==> src/include/uart_macros.svh <==
// shared build-time constants for the UART string transceiver
// baud rate is given directly in system clocks per bit
// clocks per bit must be even and at least 4
`ifndef UART_MACROS_SVH
`define UART_MACROS_SVH

// system clocks per serial bit
`define UART_CLKS_PER_BIT 8

// largest frame content in bytes, content length field is 6 bits
`define STR_MAX_BYTES 32

// frame delimiter, ASCII '&'
`define FRAME_MARK 8'h26

`endif
==> src/logic/uart_pkg.sv <==
// types shared by the framers and the top level
// string byte 0 sits in bits [7:0] and goes on the line first
`include "uart_macros.svh"

package uart_pkg;

	// content buffer, one byte per element
	typedef logic [`STR_MAX_BYTES-1:0][7:0] str_buf_t;

	// content length, 0 to STR_MAX_BYTES
	typedef logic [5:0] str_len_t;

	// transmit framer
	typedef enum logic [2:0] {
		FTX_IDLE,
		FTX_MARK1,
		FTX_MARK2,
		FTX_CONTENT,
		FTX_MARK3,
		FTX_MARK4
	} ftx_state_t;

	// receive framer
	typedef enum logic [1:0] {
		FRX_HUNT,
		FRX_MARK2,
		FRX_CONTENT,
		FRX_CLOSE
	} frx_state_t;

endpackage

==> src/logic/byte_link_if.sv <==
// byte-level link between the framers and the bit-level UART
// tx_req is a one-cycle strobe with tx_data valid in the same cycle
// receive side has no back-pressure
interface byte_link_if;

	// transmit direction
	logic [7:0] tx_data;
	logic       tx_req;
	logic       tx_done;

	// receive direction
	logic [7:0] rx_data;
	logic       rx_vld;
	logic       rx_err;

	modport tx_framer (
		output tx_data,
		output tx_req,
		input  tx_done
	);

	modport tx_phy (
		input  tx_data,
		input  tx_req,
		output tx_done
	);

	modport rx_phy (
		output rx_data,
		output rx_vld,
		output rx_err
	);

	modport rx_framer (
		input  rx_data,
		input  rx_vld,
		input  rx_err
	);

endinterface

==> src/logic/uart_string_top.sv <==
// UART string transceiver, "&&content&&" frames in both directions
// transmit and receive paths run independently of each other
module uart_string_top (
	input  logic                sys_clk,
	input  logic                sys_rst_n,

	input  uart_pkg::str_buf_t  tx_string,
	input  uart_pkg::str_len_t  tx_length,
	input  logic                tx_req,
	output logic                tx_busy,
	output logic                tx_done,

	output uart_pkg::str_buf_t  rx_string,
	output uart_pkg::str_len_t  rx_length,
	output logic                rx_busy,
	output logic                rx_done,
	output logic                rx_err,

	input  logic                uart_rx_port,
	output logic                uart_tx_port
);

	byte_link_if link ();

	// transmit path
	frame_tx u_frame_tx (
		.sys_clk   (sys_clk),
		.sys_rst_n (sys_rst_n),
		.tx_string (tx_string),
		.tx_length (tx_length),
		.tx_req    (tx_req),
		.tx_busy   (tx_busy),
		.tx_done   (tx_done),
		.link      (link.tx_framer)
	);

	uart_tx u_uart_tx (
		.sys_clk   (sys_clk),
		.sys_rst_n (sys_rst_n),
		.link      (link.tx_phy),
		.txd       (uart_tx_port)
	);

	// receive path
	uart_rx u_uart_rx (
		.sys_clk   (sys_clk),
		.sys_rst_n (sys_rst_n),
		.rxd       (uart_rx_port),
		.link      (link.rx_phy)
	);

	frame_rx u_frame_rx (
		.sys_clk   (sys_clk),
		.sys_rst_n (sys_rst_n),
		.link      (link.rx_framer),
		.rx_string (rx_string),
		.rx_length (rx_length),
		.rx_busy   (rx_busy),
		.rx_done   (rx_done),
		.rx_err    (rx_err)
	);

endmodule

==> src/logic/frame_rx.sv <==
// receives "&&content&&" frames from the byte stream
// bytes other than '&' are skipped while hunting for a frame
// rx_string and rx_length change only on a complete frame
`include "uart_macros.svh"

module frame_rx (
	input  logic                sys_clk,
	input  logic                sys_rst_n,
	byte_link_if.rx_framer      link,
	output uart_pkg::str_buf_t  rx_string,
	output uart_pkg::str_len_t  rx_length,
	output logic                rx_busy,
	output logic                rx_done,
	output logic                rx_err
);

	import uart_pkg::*;

	frx_state_t state;
	str_buf_t   wbuf;
	str_len_t   cnt;
	logic       is_mark;
	logic       bad;
	logic       store;
	logic       start_content;

	assign is_mark = (link.rx_data == `FRAME_MARK);

	// line error mid-frame, wrong mark, or content too long
	always_comb begin
		bad = 1'b0;
		if (state != FRX_HUNT && link.rx_err) begin
			bad = 1'b1;
		end else if (link.rx_vld) begin
			case (state)
				FRX_MARK2:   bad = !is_mark;
				FRX_CONTENT: bad = !is_mark && (cnt == str_len_t'(`STR_MAX_BYTES));
				FRX_CLOSE:   bad = !is_mark;
				default:     bad = 1'b0;
			endcase
		end
	end

	assign start_content = link.rx_vld && is_mark && (state == FRX_MARK2);
	assign store         = link.rx_vld && !is_mark && !bad && (state == FRX_CONTENT);

	assign rx_busy = (state != FRX_HUNT);

	always_ff @(posedge sys_clk or negedge sys_rst_n) begin
		if (!sys_rst_n) begin
			state     <= FRX_HUNT;
			cnt       <= '0;
			rx_done   <= 1'b0;
			rx_err    <= 1'b0;
			rx_string <= '0;
			rx_length <= '0;
		end else begin
			rx_done <= 1'b0;
			rx_err  <= bad;
			if (bad) begin
				state <= FRX_HUNT;
			end else if (link.rx_vld) begin
				case (state)
					FRX_HUNT: begin
						if (is_mark) begin
							state <= FRX_MARK2;
						end
					end
					FRX_MARK2: begin
						state <= FRX_CONTENT;
						cnt   <= '0;
					end
					FRX_CONTENT: begin
						if (is_mark) begin
							state <= FRX_CLOSE;
						end else begin
							cnt <= cnt + 6'd1;
						end
					end
					FRX_CLOSE: begin
						// frame complete, publish it
						state     <= FRX_HUNT;
						rx_done   <= 1'b1;
						rx_string <= wbuf;
						rx_length <= cnt;
					end
					default: state <= FRX_HUNT;
				endcase
			end
		end
	end

	// working buffer, cleared at frame start so unused bytes read zero
	always_ff @(posedge sys_clk) begin
		if (start_content) begin
			wbuf <= '0;
		end else if (store) begin
			wbuf[cnt[4:0]] <= link.rx_data;
		end
	end

endmodule

==> src/logic/frame_tx.sv <==
// sends "&&", tx_length content bytes, then "&&" for each accepted request
// string and length are captured at the request and may change afterwards
// content must not contain '&', requests while busy are ignored
`include "uart_macros.svh"

module frame_tx (
	input  logic                sys_clk,
	input  logic                sys_rst_n,
	input  uart_pkg::str_buf_t  tx_string,
	input  uart_pkg::str_len_t  tx_length,
	input  logic                tx_req,
	output logic                tx_busy,
	output logic                tx_done,
	byte_link_if.tx_framer      link
);

	import uart_pkg::*;

	ftx_state_t state;
	str_buf_t   str_q;
	str_len_t   len_q;
	str_len_t   idx;
	logic       load;
	logic       send_next;
	logic       send_content;
	logic [7:0] next_byte;

	assign load      = (state == FTX_IDLE) && tx_req;
	assign send_next = link.tx_done && (state != FTX_IDLE) && (state != FTX_MARK4);

	// content byte follows the second mark and each content byte until idx hits length
	assign send_content = ((state == FTX_MARK2) || (state == FTX_CONTENT)) && (idx != len_q);
	assign next_byte    = send_content ? str_q[idx[4:0]] : `FRAME_MARK;

	assign tx_busy = (state != FTX_IDLE);

	always_ff @(posedge sys_clk or negedge sys_rst_n) begin
		if (!sys_rst_n) begin
			state       <= FTX_IDLE;
			idx         <= '0;
			link.tx_req <= 1'b0;
			tx_done     <= 1'b0;
		end else begin
			link.tx_req <= load | send_next;
			tx_done     <= 1'b0;
			if (load) begin
				state <= FTX_MARK1;
				idx   <= '0;
			end else if (link.tx_done) begin
				if (send_content) begin
					idx <= idx + 6'd1;
				end
				case (state)
					FTX_MARK1:   state <= FTX_MARK2;
					FTX_MARK2:   state <= send_content ? FTX_CONTENT : FTX_MARK3;
					FTX_CONTENT: state <= send_content ? FTX_CONTENT : FTX_MARK3;
					FTX_MARK3:   state <= FTX_MARK4;
					FTX_MARK4: begin
						state   <= FTX_IDLE;
						tx_done <= 1'b1;
					end
					default:     state <= FTX_IDLE;
				endcase
			end
		end
	end

	// captured request and the byte on offer to the UART
	always_ff @(posedge sys_clk) begin
		if (load) begin
			str_q        <= tx_string;
			len_q        <= tx_length;
			link.tx_data <= `FRAME_MARK;
		end else if (send_next) begin
			link.tx_data <= next_byte;
		end
	end

endmodule

==> src/logic/uart_rx.sv <==
// 8N1 byte receiver, one stop bit checked at its middle
// start bit is re-checked at half a bit time, a high line there is a glitch
// a low stop bit gives rx_err instead of rx_vld
`include "uart_macros.svh"

module uart_rx (
	input  logic         sys_clk,
	input  logic         sys_rst_n,
	input  logic         rxd,
	byte_link_if.rx_phy  link
);

	localparam int CPB   = `UART_CLKS_PER_BIT;
	localparam int HALF  = CPB / 2;
	localparam int CNT_W = $clog2(CPB);

	logic             rxd_meta;
	logic             rxd_sync;
	logic             rxd_prev;
	logic             fall;
	logic             active;
	logic [CNT_W-1:0] clk_cnt;
	logic [3:0]       bit_idx;
	logic [7:0]       data_sh;

	// two-flop synchronizer plus edge history
	always_ff @(posedge sys_clk or negedge sys_rst_n) begin
		if (!sys_rst_n) begin
			rxd_meta <= 1'b1;
			rxd_sync <= 1'b1;
			rxd_prev <= 1'b1;
		end else begin
			rxd_meta <= rxd;
			rxd_sync <= rxd_meta;
			rxd_prev <= rxd_sync;
		end
	end

	assign fall = rxd_prev & ~rxd_sync;

	// bit_idx 0 is the start bit, 1..8 data, 9 stop
	always_ff @(posedge sys_clk or negedge sys_rst_n) begin
		if (!sys_rst_n) begin
			active      <= 1'b0;
			clk_cnt     <= '0;
			bit_idx     <= '0;
			link.rx_vld <= 1'b0;
			link.rx_err <= 1'b0;
		end else begin
			link.rx_vld <= 1'b0;
			link.rx_err <= 1'b0;
			if (!active) begin
				if (fall) begin
					active  <= 1'b1;
					clk_cnt <= '0;
					bit_idx <= '0;
				end
			end else if (bit_idx == 4'd0) begin
				if (clk_cnt == CNT_W'(HALF - 1)) begin
					clk_cnt <= '0;
					if (rxd_sync) begin
						active <= 1'b0;
					end else begin
						bit_idx <= 4'd1;
					end
				end else begin
					clk_cnt <= clk_cnt + CNT_W'(1);
				end
			end else if (clk_cnt == CNT_W'(CPB - 1)) begin
				// mid-bit sample point
				clk_cnt <= '0;
				if (bit_idx == 4'd9) begin
					active      <= 1'b0;
					link.rx_vld <= rxd_sync;
					link.rx_err <= ~rxd_sync;
				end else begin
					bit_idx <= bit_idx + 4'd1;
				end
			end else begin
				clk_cnt <= clk_cnt + CNT_W'(1);
			end
		end
	end

	// LSB arrives first, so shift in from the top
	always_ff @(posedge sys_clk) begin
		if (active && bit_idx != 4'd0 && bit_idx != 4'd9 && clk_cnt == CNT_W'(CPB - 1)) begin
			data_sh <= {rxd_sync, data_sh[7:1]};
		end
	end

	assign link.rx_data = data_sh;

endmodule

==> src/logic/uart_tx.sv <==
// 8N1 byte transmitter with one extra idle guard bit per byte
// a character is 11 bit times: start, 8 data LSB first, stop, guard
// requests arriving while a character is on the line are dropped
`include "uart_macros.svh"

module uart_tx (
	input  logic         sys_clk,
	input  logic         sys_rst_n,
	byte_link_if.tx_phy  link,
	output logic         txd
);

	localparam int CPB   = `UART_CLKS_PER_BIT;
	localparam int CNT_W = $clog2(CPB);

	logic             busy;
	logic [CNT_W-1:0] clk_cnt;
	logic [3:0]       bit_idx;
	logic [10:0]      shreg;
	logic             bit_end;

	assign bit_end = (clk_cnt == CNT_W'(CPB - 1));

	always_ff @(posedge sys_clk or negedge sys_rst_n) begin
		if (!sys_rst_n) begin
			busy         <= 1'b0;
			clk_cnt      <= '0;
			bit_idx      <= '0;
			txd          <= 1'b1;
			link.tx_done <= 1'b0;
		end else begin
			link.tx_done <= 1'b0;
			if (!busy) begin
				if (link.tx_req) begin
					// start bit goes out from the next cycle
					busy    <= 1'b1;
					clk_cnt <= '0;
					bit_idx <= '0;
					txd     <= 1'b0;
				end
			end else if (bit_end) begin
				clk_cnt <= '0;
				if (bit_idx == 4'd10) begin
					busy         <= 1'b0;
					txd          <= 1'b1;
					link.tx_done <= 1'b1;
				end else begin
					bit_idx <= bit_idx + 4'd1;
					txd     <= shreg[1];
				end
			end else begin
				clk_cnt <= clk_cnt + CNT_W'(1);
			end
		end
	end

	// character shifter, bit 0 is the one on the line
	always_ff @(posedge sys_clk) begin
		if (!busy && link.tx_req) begin
			shreg <= {2'b11, link.tx_data, 1'b0};
		end else if (busy && bit_end) begin
			shreg <= {1'b1, shreg[10:1]};
		end
	end

endmodule

==> config.mk <==
export PLATFORM = sky130hd
export DESIGN_NAME = uart_string_top
export DESIGN_NICKNAME = d
export VERILOG_FILES = /design/src/logic/uart_pkg.sv /design/src/logic/byte_link_if.sv /design/src/logic/uart_string_top.sv /design/src/logic/frame_rx.sv /design/src/logic/frame_tx.sv /design/src/logic/uart_rx.sv /design/src/logic/uart_tx.sv
export VERILOG_INCLUDE_DIRS = /design/src /design/src/include
export SDC_FILE = /design/constraint.sdc
export NUM_CORES = 1
export LEC_CHECK = 0
export BUFFER_PORTS_ARGS = -buffer_cell sky130_fd_sc_hd__buf_2
export CAP_MARGIN = 20
export CORE_MARGIN = 2
export CORE_UTILIZATION = 35
export DETAILED_ROUTE_END_ITERATION = 12
export GPL_TIMING_DRIVEN = 0
export PLACE_DENSITY = 0.52
export SLEW_MARGIN = 40
export SYNTH_ARGS = -nofsm -noshare
export SYNTH_HDL_FRONTEND = slang
export SYNTH_SLANG_ARGS = --single-unit
==> constraint.sdc <==
create_clock -name sys_clk -period 7.8 [get_ports sys_clk]
set_input_delay 0.78 -clock sys_clk [delete_from_list [all_inputs] [get_ports sys_clk]]
set_output_delay 0.78 -clock sys_clk [all_outputs]
set_load 0.1 [all_outputs]
Word-level counts from Yosys, hierarchy flattened:

Index checks and enable logic that the tools add are counted.

* bits in registers: 849
* input port bits: 266
* output and inout port bits: 268
* word-level logic and storage cells: 282

* add/subtract/negate cells: 6
* order comparisons: 3
* eq/ne operators: 27
* mux-type cells: 76
* bitwise operators: 4
* reductions and logical operators: 43

Operators by type and width (count)
* bitwise mux 256 bit: 1
* 2-to-1 mux 4 bit: 11
* binary-select mux 8 bit (select 5 bit): 1
* demux 8 bit (select 5 bit): 1
* 2-to-1 mux 1 bit: 34
* 2-to-1 mux 3 bit: 11
* 2-to-1 mux 6 bit: 4
* 2-to-1 mux 8 bit: 3
* 2-to-1 mux 9 bit: 2
* logical AND 1 bit: 17
* nonzero test 2 bit: 8
* != test 3 bit (second input constant): 5
* adder 6 x 1 -> 6 bit (second input constant): 2
* == test 3 bit (second input constant): 4
* less-than comparator 5 x 6 -> 1 bit (second input constant): 2
* case mux 6 bit (2 select lines): 1
* == test 3 x 2 -> 1 bit (second input constant): 3
* case mux 3 bit (3 select lines): 1
* AND reduction 3 bit: 3
* adder 4 x 1 -> 4 bit (second input constant): 2
* == test 4 bit (second input constant): 2
* == test 8 x 6 -> 1 bit (second input constant): 1
* 2-to-1 mux 2 bit: 4
* case mux 2 bit (4 select lines): 1
* 25 further kinds: 35

Logic depth before layout (Yosys ltp):

* word-level depth: 9
* gate-level depth with buffers: 10
* gate-level depth less buffers: 7

Cells and area by module:

Synthesis repeated with hierarchy kept, for this count alone.

* cells, all modules: 2277
* area total of the unflattened synthesis: 32743.9 µm²

Modules (own cells, without submodules)
* frame_rx: instances 1, cells an instance 1608, area each 19972.9 µm², seq. area each 11931.4 µm²
* frame_tx: instances 1, cells an instance 517, area each 10908.0 µm², seq. area each 8303.0 µm²
* uart_rx: instances 1, cells an instance 80, area each 963.4 µm², seq. area each 569.3 µm²
* uart_tx: instances 1, cells an instance 72, area each 899.6 µm², seq. area each 491.7 µm²

Worst setup path before layout:

No wires, ideal clock.

* path type: input to register
* start point: input port tx_req
* end point: register u_frame_tx.len_q[0], enable pin
* setup time: 0.614 ns
* data arrival time: 6.306 ns
* required time: 7.186 ns
* path slack: 0.880 ns
* stages on the path: 3
* buffers on the path: 0
* cell sequence: nand2b_1 -> or3_1 -> inv_1

* word-level cells in the longest chain between the ends: 1

RTL lines
* start, declared: line uart_string_top.sv:9 `input logic tx_req,`
* logical AND 1 bit: line frame_tx.sv:28 `assign load = (state == FTX_IDLE) && tx_req;`
* net u_frame_tx.load: line frame_tx.sv:23 `logic load;`
* end signal, assigned: line frame_tx.sv:72 `len_q <= tx_length;`
* end, declared: line frame_tx.sv:21 `str_len_t len_q;`

The timed path passes the listed nets, and every way through them passes these cells.
A chain may end at the register's enable or synchronous reset.

Final worst setup path:

* start point: register u_frame_rx.state[0]
* end point: register u_frame_rx.wbuf[118] (netlist bit)

* word-level cells in the longest chain between the ends: 8
* elaborated cells between the ends (all ways): 13
* those cells by class: eq/ne (3); mux (3); reduce/logical (7)

RTL lines
* start, declared: line frame_rx.sv:19 `frx_state_t state;`
* start signal, assigned: line frame_rx.sv:51 `state <= FRX_HUNT;`
* start signal, assigned: line frame_rx.sv:61 `state <= FRX_HUNT;`
* start signal, assigned: line frame_rx.sv:66 `state <= FRX_MARK2;`
* == test 2 bit or == test 2 x 1 -> 1 bit (tied branches): line frame_rx.sv:35, frame_rx.sv:44
* OR reduction 2 bit (no line)
* case mux 1 bit (2 select lines): line frame_rx.sv:35 `case (state)`
* 2-to-1 mux 1 bit: line frame_rx.sv:34 `end else if (link.rx_vld) begin`
* 2-to-1 mux 1 bit: line frame_rx.sv:32 `if (state != FRX_HUNT && link.rx_err) begin`
* zero test 1 bit: line frame_rx.sv:45 `assign store = link.rx_vld && !is_mark && !bad && (state == FRX_CONTENT);`
* logical AND 1 bit (2 in a row): line frame_rx.sv:45
* end signal, assigned by index: line frame_rx.sv:98 `wbuf[cnt[4:0]] <= link.rx_data;`
* end, declared: line frame_rx.sv:20 `str_buf_t wbuf;`

Parallel ways exist; a longest one is shown, timed or not.

==> results.yml <==
cts:
  cts_max_level: 3
  cts_root_buffer: "clkbuf_16"
  clock-sinks: 848
  cts_resized: 0
  cts_hold_buf: 0
  cts_buffer_depth: 3
  clk_latency_ns: 0.67
  post-cts-setup-buffer-count: 0
  clk_pin_slew_worst_paths_ns: 0.06
  cts_tree: "built"
  cts_made_buffers: 93
timing:
  rsz0062_at_grt: "no"
  slew_headroom: 0.397
  drv_slew: 0
  setup_viol: 0
  clock_skew_ns: 0.0242
  worst_pin_slew_ns: 0.905
  hold_violations: 0
  min_period_ns: 3.64
  period_share: 0.466
  timing.fmax_ghz: 0.275
floorplanning:
  rows: 112
  initial_core_util: 0.353
  ios: 534
  die_h_microns: 311
  die_w_microns: 311
  dieArea_sq_um: 96400
  design.core.area_sq_um: 93200
global_routing:
  grt_usage: 0.200
  antenna_found_initial: 21
  grt.overflow.total: 0
  grt_max_degree: 93
  grt_pass1_wl_microns: 146000
  grt_pass1_vias: 22800
synth:
  yosys-top-cells-area: "edfxtp_1 25%, dfrtp_1 23%, dfxtp_1 16%"
  synthArstFlopShare: 0.361
  syn-num-nets: 2768
  yosysWarnings: 0
  synth_top_area_cell: "edfxtp_1"
  ys.flop_type: "dfrtp_1"
  yosysTopAreaCellShare: 0.254
  synth-edff-count: 278
  ys_ff_latch: 848
  ys_types: 73
  ys_seq_area_frac: 0.648
  syn_inst: 2481
  synth.cell_area_sq_um: 32900
  avgSynthCellArea_sq_um: 13.3
pwr:
  power_switching_mw: 2.11
  power.density_nw_per_um2: 233
  switching_share: 0.224
  clkPwrFrac: 0.469
  finalPower_mw: 9.44
  peakVddDrop_uv: 195
  p_leak_nw: 17.5
  p_int_mw: 7.33
  pwr-share-comb: 0.040
  seqPwrFrac: 0.491
route:
  drc_errors: 0
  via_per_inst: 4.96
  via_count: 22200
  drtAntennaViolNets: 0
  routed_wl_microns: 98100
  first_pass_iters: 5
  post_drt_wl_per_cell_microns: 22.0
  drt_iter0_drc: 1479
worst_hold_path:
  min_path_type: "input pin to asynchronous set/reset pin"
critical_path:
  cp.arrival_ns: 4.23
  cp-start-kind: "register"
  cp-end-kind: "register"
  worstPathMaxFanout: 10
  critPathRequiredTime_ns: 8.39
  crit_type: "register to register"
cells_and_area:
  layout_commonest_cell: "buf_2"
  synthToLayoutAreaGrowth_pct: 23.1
  layout.nets: 3403
  drive_gt1_frac: 0.343
  fin_area_sq_um: 40500
  mostFrequentLayoutCells: "568 x buf_2, 310 x nand2_1, 302 x dfrtp_1"
place:
  placed_cell_area_sq_um: 37400
  dp_hpwl_microns: 72600
  gp_congestion: 0.863
  io_buffers: 533
run:
  maxCapViolCount: 0
outcome:
  status: "complete, no violations"
## synthesized netlist by cell type (all sizes together) (26+ instances only)
cell and n:
mux2i 59, clkbuf 141, dfxtp 264, and2 36
nand2 310, nand3 222, dfrtp 302, nor2 26
mux2 262, inv 28, mux4 67, buf 63
o21ai 240, edfxtp 278
## critical path, stage by stage (launching register included)
cell      delay [ns]
dfrtp_1         0.40
inv_1           0.10
ha_1            0.22
and2_1          0.17
a311oi_1        0.49
o31a_1          0.49
clkbuf_1        0.70
clkbuf_1        0.65
nand3_1         0.21
o21ai_0         0.12
## metal layers
metal	global-route usage	vias to the layer above	wire, microns
met5	0	-	89
met1	0.249	10900	40500
met2	0.336	783	47100
met3	0.0503	191	6830
li1	-	10200	-
met4	0.0771	14	3670
## cell type report
cell class | count | area [sq um]
Antenna cell | 13 | 32.5
Buffer | 204 | 912
Clock buffer | 130 | 2580
Clock inverter | 44 | 507
Fill cell | 8633 | 52700
Inverter | 28 | 113
Multi-Input combinational cell | 1401 | 10600
Sequential cell | 848 | 21300
Tap cell | 1254 | 1570
Timing Repair Buffer | 540 | 2870
## path summary, 6_finish.rpt
path / start / to / slack, ns / cells after the start
max: u_frame_rx.state[0]$_DFFE_PN0P_ / u_frame_rx.wbuf[118]$_SDFFE_PP0P_ / 4.16 / 9
min: sys_rst_n / u_frame_rx.rx_string[46]$_DFFE_PN0P_ / 0.03 / 1
max reg2reg: u_frame_rx.state[0]$_DFFE_PN0P_ / u_frame_rx.wbuf[118]$_SDFFE_PP0P_ / 4.16 / 9
min reg2reg: u_uart_rx.rxd_meta$_DFF_PN1_ / u_uart_rx.rxd_sync$_DFF_PN1_ / 0.39 / 0
max in group asynchronous: sys_rst_n / u_frame_rx.rx_string[214]$_DFFE_PN0P_ / 6.33 / 4
min in group sys_clk: uart_rx_port / u_uart_rx.rxd_meta$_DFF_PN1_ / 0.21 / 1
## state kept, by name, summed over array words and instances (netlist names), 2 cells and up
name / cells
u_frame_rx.rx_string: 256
u_uart_rx.link.rx_data: 8
u_frame_tx.state: 3
u_uart_tx.shreg: 8
u_frame_tx.str_q: 256
u_frame_rx.rx_length: 6
u_frame_rx.wbuf: 256
u_frame_tx.idx: 6
u_frame_rx.cnt: 6
u_uart_rx.bit_idx: 4
u_frame_rx.state: 2
u_uart_rx.clk_cnt: 3
u_frame_tx.link.tx_data: 8
u_frame_tx.len_q: 6
u_uart_tx.clk_cnt: 3
u_uart_tx.bit_idx: 4
## cells by family (layout without fill, tap and decap cells)
group | Yosys count | in the layout | synth area share
xor+xnor | 9 | 9 | 0.00240
mux | 388 | 388 | 0.161
other cells | 0 | 13 | 0
buf+inv | 232 | 946 | 0.0303
simple gates | 664 | 664 | 0.0937
flops | 848 | 848 | 0.648
compound gates | 319 | 319 | 0.0566
fa+ha+maj | 21 | 21 | 0.00799
## stage by stage
step                setup slack, ns  setup TNS (ns)  instances  utilization  hold slack [ns]
floorplan                     0.880               0       2481            -            0.345
global placement              -1.07         -254.48       4268        0.398            0.399
detailed placement             4.24               0       4275        0.401            0.400
CTS                            4.21               0       4449        0.434         0.000294
global route                   4.02               0       4456        0.434           0.0395
finish                         4.16               0       4462        0.435           0.0314
## power groups by stage
stage | logic (mW) | clock network, mW | registers, mW
after global placement | 0.369 | 0 | 4.72
after floorplan | 0.167 | 0 | 4.72
final | 0.380 | 4.43 | 4.63
after detailed placement | 0.385 | 0 | 4.72
after CTS | 0.385 | 4.54 | 4.63
after global routing | 0.420 | 4.72 | 4.63
Power figures use the tool's default switching activity.
